[src/include/t07_consts.svh]
`ifndef T07_CONSTS_SVH
`define T07_CONSTS_SVH

// display size in pixels
`define T07_SCREEN_W 320
`define T07_SCREEN_H 240

// play button bounding box
`define T07_SPRITE_W 61
`define T07_SPRITE_H 70

// register values after reset
`define T07_DEF_ORIGIN_X 9'd125
`define T07_DEF_ORIGIN_Y 8'd90
`define T07_DEF_FG       12'hFFF
`define T07_DEF_BG       12'h000

// register byte offsets
`define T07_REG_CTRL   4'h0
`define T07_REG_ORIGIN 4'h4
`define T07_REG_COLOR  4'h8

`define T07_RESP_OKAY   2'b00
`define T07_RESP_SLVERR 2'b10

`endif

[src/verilog/t07_pkg.sv]
`include "t07_consts.svh"

package t07_pkg;

  typedef struct packed {
    logic [$clog2(`T07_SCREEN_W)-1:0] x;
    logic [$clog2(`T07_SCREEN_H)-1:0] y;
  } screenPos_t;

  typedef struct packed {
    screenPos_t coord;
    logic       frameStart; // set on 0,0
    logic       lineEnd;    // set on the last column
  } scanPos_t;

  typedef logic [11:0] rgb_t; // 4 bits each of r, g, b

  typedef struct packed {
    rgb_t rgb;
    logic frameStart;
    logic lineEnd;
  } pixel_t;

  // host write word, read as an origin or as a color pair
  typedef union packed {
    struct packed {
      logic [14:0] pad;
      logic [7:0]  y;
      logic [8:0]  x;
    } originView;
    struct packed {
      logic [7:0] pad;
      rgb_t       bg;
      rgb_t       fg;
    } colorView;
  } regWord_u;

  typedef struct packed {
    logic       enable;
    screenPos_t origin;
    rgb_t       fg;
    rgb_t       bg;
  } menuCfg_t;

endpackage
[src/verilog/t07_generatePlayButton.sv]
`timescale 1ns/1ps
`include "t07_consts.svh"

module t07_generatePlayButton (
  input  logic                clk,
  input  logic                nrst,
  input  logic                advance,
  input  t07_pkg::scanPos_t   pos,
  input  logic                posValid,
  input  t07_pkg::screenPos_t origin,
  output t07_pkg::scanPos_t   hitPos,
  output logic                hit,
  output logic                hitValid
);

  logic [9:0] dx; // bit 9 set when left of the origin
  logic [8:0] dy; // bit 8 set when above the origin
  logic       inBox;

  function automatic logic span(input logic [5:0] col, input logic [5:0] lo,
                                input logic [5:0] hi);
    return (col >= lo) && (col <= hi);
  endfunction

  // bitmap as column runs per row, offsets from the top left corner
  function automatic logic bitmapHit(input logic [6:0] row, input logic [5:0] col);
    logic m;
    m = 1'b0;
    case (row) inside
      // "play" text
      7'd0: m = span(col, 9, 12) || span(col, 53, 53);
      7'd1: m = span(col, 8, 13) || span(col, 53, 53);
      7'd2: m = span(col, 7, 9) || span(col, 12, 14) || span(col, 53, 54);
      7'd3: m = span(col, 6, 8) || span(col, 13, 15) || span(col, 53, 54);
      7'd4: m = span(col, 6, 7) || span(col, 14, 15) || span(col, 53, 54);
      [7'd5:7'd6]: m = span(col, 6, 7) || span(col, 15, 15) || span(col, 53, 54);
      [7'd7:7'd9]: m = span(col, 6, 7) || span(col, 53, 54);
      7'd10: m = span(col, 6, 7) || span(col, 9, 12) || span(col, 53, 54);
      7'd11: m = span(col, 6, 13) || span(col, 21, 22) || span(col, 24, 28)
              || span(col, 36, 38) || span(col, 48, 54);
      7'd12: m = span(col, 6, 9) || span(col, 12, 14) || span(col, 22, 29)
              || span(col, 37, 39) || span(col, 47, 54);
      7'd13: m = span(col, 6, 8) || span(col, 13, 15) || span(col, 22, 25)
              || span(col, 28, 30) || span(col, 38, 39) || span(col, 46, 48)
              || span(col, 52, 54);
      7'd14: m = span(col, 6, 7) || span(col, 14, 15) || span(col, 22, 23)
              || span(col, 29, 30) || span(col, 38, 39) || span(col, 45, 47)
              || span(col, 53, 54);
      7'd15: m = span(col, 6, 7) || span(col, 14, 15) || span(col, 22, 23)
              || span(col, 28, 30) || span(col, 38, 39) || span(col, 45, 46)
              || span(col, 53, 54);
      7'd16: m = span(col, 6, 7) || span(col, 14, 15) || span(col, 22, 24)
              || span(col, 27, 29) || span(col, 38, 39) || span(col, 45, 46)
              || span(col, 53, 54);
      7'd17: m = span(col, 6, 7) || span(col, 14, 15) || span(col, 22, 28)
              || span(col, 38, 39) || span(col, 45, 46) || span(col, 53, 54);
      7'd18: m = span(col, 6, 7) || span(col, 14, 15) || span(col, 22, 23)
              || span(col, 25, 27) || span(col, 38, 39) || span(col, 45, 46)
              || span(col, 53, 54);
      7'd19: m = span(col, 6, 7) || span(col, 14, 15) || span(col, 22, 23)
              || span(col, 30, 30) || span(col, 38, 39) || span(col, 45, 47)
              || span(col, 53, 54);
      7'd20: m = span(col, 6, 7) || span(col, 14, 15) || span(col, 22, 24)
              || span(col, 29, 30) || span(col, 38, 39) || span(col, 46, 48)
              || span(col, 52, 54);
      7'd21: m = span(col, 7, 7) || span(col, 14, 14) || span(col, 23, 29)
              || span(col, 38, 39) || span(col, 47, 53);
      7'd22: m = span(col, 7, 7) || span(col, 14, 14) || span(col, 25, 28)
              || span(col, 38, 39) || span(col, 48, 52);
      [7'd23:7'd27]: m = span(col, 38, 39); // tail of the y
      [7'd28:7'd29]: m = span(col, 38, 38);
      // rounded button, triangle cut out of rows 43..61
      7'd35, 7'd69: m = span(col, 18, 42);
      7'd36, 7'd68: m = span(col, 11, 50);
      7'd37, 7'd67: m = span(col, 6, 54);
      7'd38, 7'd66: m = span(col, 3, 57);
      7'd39, 7'd65: m = span(col, 2, 58);
      [7'd40:7'd42], [7'd62:7'd64]: m = span(col, 1, 59);
      7'd43, 7'd61: m = span(col, 0, 33) || span(col, 38, 60);
      7'd44, 7'd60: m = span(col, 0, 31) || span(col, 39, 60);
      7'd45, 7'd59: m = span(col, 0, 29) || span(col, 39, 60);
      7'd46, 7'd58: m = span(col, 0, 27) || span(col, 39, 60);
      7'd47, 7'd57: m = span(col, 0, 25) || span(col, 39, 60);
      7'd48, 7'd56: m = span(col, 0, 23) || span(col, 39, 60);
      7'd49, 7'd55: m = span(col, 0, 21) || span(col, 39, 60);
      7'd50, 7'd54: m = span(col, 0, 20) || span(col, 39, 60);
      [7'd51:7'd53]: m = span(col, 0, 19) || span(col, 39, 60); // triangle tip
      default: m = 1'b0;
    endcase
    return m;
  endfunction

  assign dx    = {1'b0, pos.coord.x} - {1'b0, origin.x};
  assign dy    = {1'b0, pos.coord.y} - {1'b0, origin.y};
  assign inBox = !dx[9] && !dy[8] && (dx[8:0] < `T07_SPRITE_W) && (dy[7:0] < `T07_SPRITE_H);

  always_ff @(posedge clk) begin
    if (!nrst) begin
      hitValid <= 1'b0;
    end else if (advance) begin
      hitValid <= posValid;
    end
  end

  always_ff @(posedge clk) begin
    if (advance) begin
      hitPos <= pos;
      hit    <= inBox && bitmapHit(dy[6:0], dx[5:0]);
    end
  end

endmodule

[src/verilog/t07_menuRegs.sv]
`timescale 1ns/1ps
`include "t07_consts.svh"

module t07_menuRegs (
  input  logic              clk,
  input  logic              nrst,
  // write address and data
  input  logic [3:0]        awaddr,
  input  logic              awvalid,
  output logic              awready,
  input  logic [31:0]       wdata,
  input  logic [3:0]        wstrb,
  input  logic              wvalid,
  output logic              wready,
  // write response
  output logic [1:0]        bresp,
  output logic              bvalid,
  input  logic              bready,
  // read
  input  logic [3:0]        araddr,
  input  logic              arvalid,
  output logic              arready,
  output logic [31:0]       rdata,
  output logic [1:0]        rresp,
  output logic              rvalid,
  input  logic              rready,
  output t07_pkg::menuCfg_t cfg
);

  logic              wrAccept;
  logic              rdAccept;
  t07_pkg::regWord_u wrCur;  // current contents at awaddr
  t07_pkg::regWord_u wrWord; // contents after byte strobes

  function automatic logic addrKnown(input logic [3:0] addr);
    return addr inside {`T07_REG_CTRL, `T07_REG_ORIGIN, `T07_REG_COLOR};
  endfunction

  // register contents as seen by the host, zero for unmapped offsets
  function automatic t07_pkg::regWord_u regValue(input logic [3:0] addr);
    t07_pkg::regWord_u word;
    word = '0;
    case (addr)
      `T07_REG_CTRL: word[0] = cfg.enable;
      `T07_REG_ORIGIN: begin
        word.originView.x = cfg.origin.x;
        word.originView.y = cfg.origin.y;
      end
      `T07_REG_COLOR: begin
        word.colorView.fg = cfg.fg;
        word.colorView.bg = cfg.bg;
      end
      default: word = '0;
    endcase
    return word;
  endfunction

  // address and data must arrive together, one write outstanding at most
  assign wrAccept = awvalid && wvalid && !bvalid;
  assign awready  = wrAccept;
  assign wready   = wrAccept;

  always_comb begin
    wrCur = regValue(awaddr);
    for (int i = 0; i < 4; i++) begin
      wrWord[8*i +: 8] = wstrb[i] ? wdata[8*i +: 8] : wrCur[8*i +: 8];
    end
  end

  always_ff @(posedge clk) begin
    if (!nrst) begin
      cfg <= '{enable: 1'b1,
               origin: '{x: `T07_DEF_ORIGIN_X, y: `T07_DEF_ORIGIN_Y},
               fg: `T07_DEF_FG,
               bg: `T07_DEF_BG};
      bvalid <= 1'b0;
      bresp  <= `T07_RESP_OKAY;
    end else if (wrAccept) begin
      bvalid <= 1'b1;
      bresp  <= addrKnown(awaddr) ? `T07_RESP_OKAY : `T07_RESP_SLVERR;
      case (awaddr)
        `T07_REG_CTRL: cfg.enable <= wrWord[0];
        `T07_REG_ORIGIN: begin
          cfg.origin.x <= wrWord.originView.x;
          cfg.origin.y <= wrWord.originView.y;
        end
        `T07_REG_COLOR: begin
          cfg.fg <= wrWord.colorView.fg;
          cfg.bg <= wrWord.colorView.bg;
        end
        default: ; // unmapped, only the error response
      endcase
    end else if (bready) begin
      bvalid <= 1'b0;
    end
  end

  assign arready  = !rvalid;
  assign rdAccept = arvalid && arready;

  always_ff @(posedge clk) begin
    if (!nrst) begin
      rvalid <= 1'b0;
      rresp  <= `T07_RESP_OKAY;
    end else if (rdAccept) begin
      rvalid <= 1'b1;
      rresp  <= addrKnown(araddr) ? `T07_RESP_OKAY : `T07_RESP_SLVERR;
    end else if (rready) begin
      rvalid <= 1'b0;
    end
  end

  always_ff @(posedge clk) begin
    if (rdAccept) begin
      rdata <= regValue(araddr);
    end
  end

endmodule

[src/verilog/t07_menuScreen.sv]
`timescale 1ns/1ps

module t07_menuScreen (
  input  logic            clk,
  input  logic            nrst,
  input  logic [3:0]      awaddr,
  input  logic            awvalid,
  output logic            awready,
  input  logic [31:0]     wdata,
  input  logic [3:0]      wstrb,
  input  logic            wvalid,
  output logic            wready,
  output logic [1:0]      bresp,
  output logic            bvalid,
  input  logic            bready,
  input  logic [3:0]      araddr,
  input  logic            arvalid,
  output logic            arready,
  output logic [31:0]     rdata,
  output logic [1:0]      rresp,
  output logic            rvalid,
  input  logic            rready,
  output t07_pkg::pixel_t pixel,
  output logic            pixelValid,
  input  logic            pixelReady
);

  t07_pkg::menuCfg_t cfg;
  t07_pkg::scanPos_t scanPos;
  t07_pkg::scanPos_t hitPos;
  logic              scanValid;
  logic              hit;
  logic              hitValid;
  logic              advance;

  // one enable for the whole pixel pipeline, stalls only on a full output
  assign advance = !pixelValid || pixelReady;

  t07_menuRegs u_menuRegs (
    .clk(clk), .nrst(nrst),
    .awaddr(awaddr), .awvalid(awvalid), .awready(awready),
    .wdata(wdata), .wstrb(wstrb), .wvalid(wvalid), .wready(wready),
    .bresp(bresp), .bvalid(bvalid), .bready(bready),
    .araddr(araddr), .arvalid(arvalid), .arready(arready),
    .rdata(rdata), .rresp(rresp), .rvalid(rvalid), .rready(rready),
    .cfg(cfg)
  );

  t07_pixelScan u_pixelScan (
    .clk(clk), .nrst(nrst), .advance(advance),
    .pos(scanPos), .posValid(scanValid)
  );

  t07_generatePlayButton u_generatePlayButton (
    .clk(clk), .nrst(nrst), .advance(advance),
    .pos(scanPos), .posValid(scanValid), .origin(cfg.origin),
    .hitPos(hitPos), .hit(hit), .hitValid(hitValid)
  );

  t07_pixelColor u_pixelColor (
    .clk(clk), .nrst(nrst), .advance(advance),
    .hit(hit), .hitPos(hitPos), .hitValid(hitValid), .cfg(cfg),
    .pixel(pixel), .pixelValid(pixelValid)
  );

endmodule

[src/verilog/t07_pixelColor.sv]
`timescale 1ns/1ps

module t07_pixelColor (
  input  logic              clk,
  input  logic              nrst,
  input  logic              advance,
  input  logic              hit,
  input  t07_pkg::scanPos_t hitPos,
  input  logic              hitValid,
  input  t07_pkg::menuCfg_t cfg,
  output t07_pkg::pixel_t   pixel,
  output logic              pixelValid
);

  t07_pkg::rgb_t color;

  // sprite shows only while enabled, background everywhere else
  assign color = (hit && cfg.enable) ? cfg.fg : cfg.bg;

  always_ff @(posedge clk) begin
    if (!nrst) begin
      pixelValid <= 1'b0;
    end else if (advance) begin
      pixelValid <= hitValid;
    end
  end

  always_ff @(posedge clk) begin
    if (advance) begin
      pixel <= '{rgb: color,
                 frameStart: hitPos.frameStart,
                 lineEnd: hitPos.lineEnd};
    end
  end

endmodule

[src/verilog/t07_pixelScan.sv]
`timescale 1ns/1ps
`include "t07_consts.svh"

module t07_pixelScan (
  input  logic              clk,
  input  logic              nrst,
  input  logic              advance,
  output t07_pkg::scanPos_t pos,
  output logic              posValid
);

  t07_pkg::screenPos_t cur;
  logic                lastX;
  logic                lastY;

  assign lastX = cur.x == 9'(`T07_SCREEN_W - 1);
  assign lastY = cur.y == 8'(`T07_SCREEN_H - 1);

  // the first advance only fills the stage, later ones step the counter
  always_ff @(posedge clk) begin
    if (!nrst) begin
      cur      <= '0;
      posValid <= 1'b0;
    end else begin
      posValid <= 1'b1;
      if (advance && posValid) begin
        if (lastX) begin
          cur.x <= '0;
          cur.y <= lastY ? '0 : cur.y + 8'd1; // wrap at frame end
        end else begin
          cur.x <= cur.x + 9'd1;
        end
      end
    end
  end

  assign pos = '{coord: cur,
                 frameStart: (cur.x == '0) && (cur.y == '0),
                 lineEnd: lastX};

endmodule

[config.mk]
export PLATFORM = sky130hd
export DESIGN_NAME = t07_menuScreen
export DESIGN_NICKNAME = d
export VERILOG_FILES = /design/src/verilog/t07_pkg.sv /design/src/verilog/t07_generatePlayButton.sv /design/src/verilog/t07_menuRegs.sv /design/src/verilog/t07_menuScreen.sv /design/src/verilog/t07_pixelColor.sv /design/src/verilog/t07_pixelScan.sv
export VERILOG_INCLUDE_DIRS = /design/src /design/src/include
export SDC_FILE = /design/constraint.sdc
export NUM_CORES = 1
export LEC_CHECK = 0
export CAP_MARGIN = 25
export CORE_ASPECT_RATIO = 0.5
export CORE_MARGIN = 1.5
export CORE_UTILIZATION = 30
export DETAILED_ROUTE_END_ITERATION = 10
export DONT_BUFFER_PORTS = 1
export GPL_ROUTABILITY_DRIVEN = 0
export PLACE_DENSITY = 0.54
export SYNTH_ARGS = -nofsm -noshare
export SYNTH_HDL_FRONTEND = slang
export SYNTH_SLANG_ARGS = --single-unit
[constraint.sdc]
create_clock -name clk -period 3.3 [get_ports clk]
set_input_delay 0.495 -clock clk [delete_from_list [all_inputs] [get_ports clk]]
set_output_delay 0.495 -clock clk [all_outputs]
set_load 0.01 [all_outputs]
==> metrics.md <==
| Metric | Value |
|---|---|
| Clk_lat worst skew | 0.35 ns |
| Netlist cell types | 97 |
| Synth warnings | 0 |
| Num ports | between 100 and 150 |
| Post-Place Worst Slack | -0.420 ns |
| Nets@finish | between 1000 and 1500 |
| Final ANT Viol Nets | 0 |
| Most common cell after layout, fill and taps aside | buf_4 |
| Fin crit share | 1.11 |
| Worst setup SP type | register |
| Slew at the pin closest to its max-slew limit | 0.687 ns |
| First DRT Iteration DRCs | approximately 760 |
| Highest-delay cell along the critical path | a221oi_4 |
| RSZ-0062 raised after global routing | yes |
| Kind of critical path | register to register |
| Die ar. | 0.0261 mm² |
| Final Max Tran Viols | 0 |
| Die X | about 230 µm |
| Hold buffers post-CTS | 0 |
| Critical Path AT | about 3.7 ns |
| PortBufs | 0 |
| Max-cap violation count | 0 |
| CTS tree | done |
| Status | finished with violations |
| N_diodes | 0 |
| F_max | between 200 and 300 MHz |
| Drt total wl | 25400 µm |
| Root Buffer | clkbuf_16 |
| Final std cells w/o fill | around 1400 |
| Post-detail-place hpwl | approximately 19000 µm |
| Detailed Routing Iterations Pass 1 | 5 |
| Static leakage | around 4.0 nW |
| WP data required | ~3.4 ns |
| Number of fill cells in the layout | about 2400 |
| Mapped Cells | around 890 |
| Placed Cells | ~1400 |
| Synth Flop Type | dfxtp_1 |
| Final WS setup | -0.352 ns |
| Pwr Density | approximately 320 mW/mm² |
| CP max stage delay | approximately 0.44 ns |
| Vias per std cell | approximately 5.5 |
| Seq/Total Area, Yosys | 0.340 |
| Row count | 40 |
| Max Fanout on Critical Path | 7 |
| Syn_area_per_cell | between 8 and 9 µm² |
| CP Capture Type | register |
| Failing checks | setup timing |
| Final instance area | approximately 0.0096 mm² |
| Ys async rst share | 0 |
| Cell chain of the critical path | inv_1, ha_1, inv_1, fa_2, a211oi_2, or3b_4, and2_4, a221oi_4, nor2_1, nor4_1, a31oi_1, a2111oi_2, a31oi_1, o41ai_1, buf_4, a311oi_4 |
| Commonest non-fill, non-tap cells in the layout | 186 x buf_4, 94 x nand2_1, 75 x nor2_1 |
| H-tree depth | 3 |
| GRT Util Overall | 0.192 |
| Clock buffer count from CTS | 9 |
| Synthesized flop and latch total | between 100 and 150 |
| Layout area overhead | 27.8% |
| Worst relative slew slack | 0.541 |
| DR vias | about 7500 |
| Layout cells sized above 1 | 0.271 |
| Vias in the first global route | slightly above 7000 |
| Total core area | roughly 0.024 mm² |
| Fin Clk Skew | around 0.01 ns |
| Total power | 3.10 mW |
| Final setup viols | 1 |
| Height of the die | about 110 µm |
| Starting density of the core | 0.310 |
| Cell Area, Placed | 0.00915 mm² |
| CTS Sinks | around 110 |
| Largest net degree at the start of global routing | between 50 and 60 |
| Total global routing overflow | 0 |
| Number of synthesized flops with an enable pin | between 40 and 50 |
| First-pass GRT wire length | 39500 µm |
| Fin util | 0.396 |
| Tmin final | approximately 3.7 ns |
| Cell area after synthesis | around 0.0075 mm² |
| Reg clk slew, reported paths | around 0.080 ns |
| Bufs on Longest Clock Path | 2 |
| Initial antenna violation count | 0 |
| Hold Path Class | input port to register |
| Peak supply drop | approximately 0.00024 V |
| Final Hold Viols | 0 |
| WL per Instance | between 15 and 20 µm |
| Post-route DRC | 0 |
## what timing repair did
| item | in CTS | in global routing |
|---|---|---|
| pin swaps | 10 | 11 |
| buffers inserted | 2 | 4 |
| setup endpoints to repair | 1 | 1 |
| resized for setup | 11 | 12 |
## cells in the mapped netlist, drive strengths merged (15+ instances only)
| cell type | instances | share of area |
|---|---|---|
| nand2 | 96 | 0.048 |
| nor2 | 77 | 0.038 |
| dfxtp | 66 | 0.18 |
| a21oi | 53 | 0.036 |
| o21ai | 49 | 0.033 |
| edfxtp | 41 | 0.16 |
| clkbuf | 38 | 0.019 |
| inv | 33 | 0.016 |
| nand3 | 30 | 0.022 |
| buf | 29 | 0.026 |
| nor3 | 27 | 0.021 |
| o211ai | 26 | 0.026 |
| and2 | 24 | 0.020 |
| ha | 21 | 0.035 |
| a22o | 18 | 0.021 |
| a22oi | 18 | 0.018 |
| nor2b | 18 | 0.015 |
| xnor2 | 16 | 0.020 |
| mux2 | 15 | 0.022 |
## state kept, by name, summed over array words and instances (netlist names)
signal                         cells
u_generatePlayButton.hitValid      1
u_generatePlayButton.hit           1
u_menuRegs.rresp                   1
u_pixelScan.posValid               1
u_menuRegs.cfg                    42
u_menuRegs.rvalid                  1
u_menuRegs.bvalid                  1
u_pixelColor.pixelValid            1
u_pixelScan.pos                   17
u_pixelColor.pixel                14
u_menuRegs.rdata                  24
u_generatePlayButton.hitPos        2
u_menuRegs.bresp                   1
## final timing paths
path | slack, ns | end | cells past startpoint | startpoint
setup / recovery | -0.35 | u_generatePlayButton.hit$_DFFE_PN_ | 16 | u_pixelScan.pos[10]$_SDFFE_PN0P_
hold / removal | 0.17 | u_pixelScan.posValid$_DFF_P_ | 0 | nrst
setup reg to reg | -0.35 | u_generatePlayButton.hit$_DFFE_PN_ | 16 | u_pixelScan.pos[10]$_SDFFE_PN0P_
hold reg to reg | 0.43 | u_pixelColor.pixel[1]$_DFFE_PN_ | 0 | u_generatePlayButton.hitPos[1]$_DFFE_PN_
## worst max-delay path: cells and delay by family (launching register included)
kind	cells	cell delay (ns)
AO/OA/AOI/OAI	7	1.28
adder cells (fa/ha/maj)	2	0.39
buffers and inverters	3	0.31
flip-flops	1	0.33
AND/OR/NAND/NOR	4	1.06
## cell type report
type	count	area [µm²]	share of cell area
Clock buffer	12	246	0.0256
Multi-Input combinational cell	687	4700	0.489
Sequential cell	107	2550	0.266
Timing Repair Buffer	194	1530	0.159
Clock inverter	4	35.0	0.00365
Tap cell	336	420	0.0437
Inverter	33	124	0.0129
## power by group
group | switching (mW) | internal, mW
clock network | 0.490 | 0.542
logic | 0.344 | 0.257
registers | 0.0423 | 1.42
total | 0.877 | 2.22
## kinds of logic after synthesis
family	count (synthesis)	synth area share
DFF	107	0.340
and+or+nand+nor	330	0.218
adders and majority gates	24	0.0416
AOI/OAI and AO/OA	268	0.266
other	1	0.000499
buffers and inverters	100	0.0613
xor gates and xnor gates	29	0.0358
muxes	26	0.0371
## metrics by stage
step | hold slack (ns) | setup TNS, ns
after floorplan | 0.400 | 0
after global placement | 0.402 | -0.367
after detailed placement | 0.414 | -0.420
after CTS | 0.165 | -0.343
after global routing | 0.159 | -0.609
final | 0.174 | -0.352
## routing by layer
metal,vias up,part of all wire,track usage
met4,0,0.020,0.0529
li1,3563,-,-
met5,-,0,0
met1,3599,0.47,0.267
met3,54,0.060,0.0220
met2,328,0.45,0.316
Note: power is estimated with default switching activity, not from simulation.
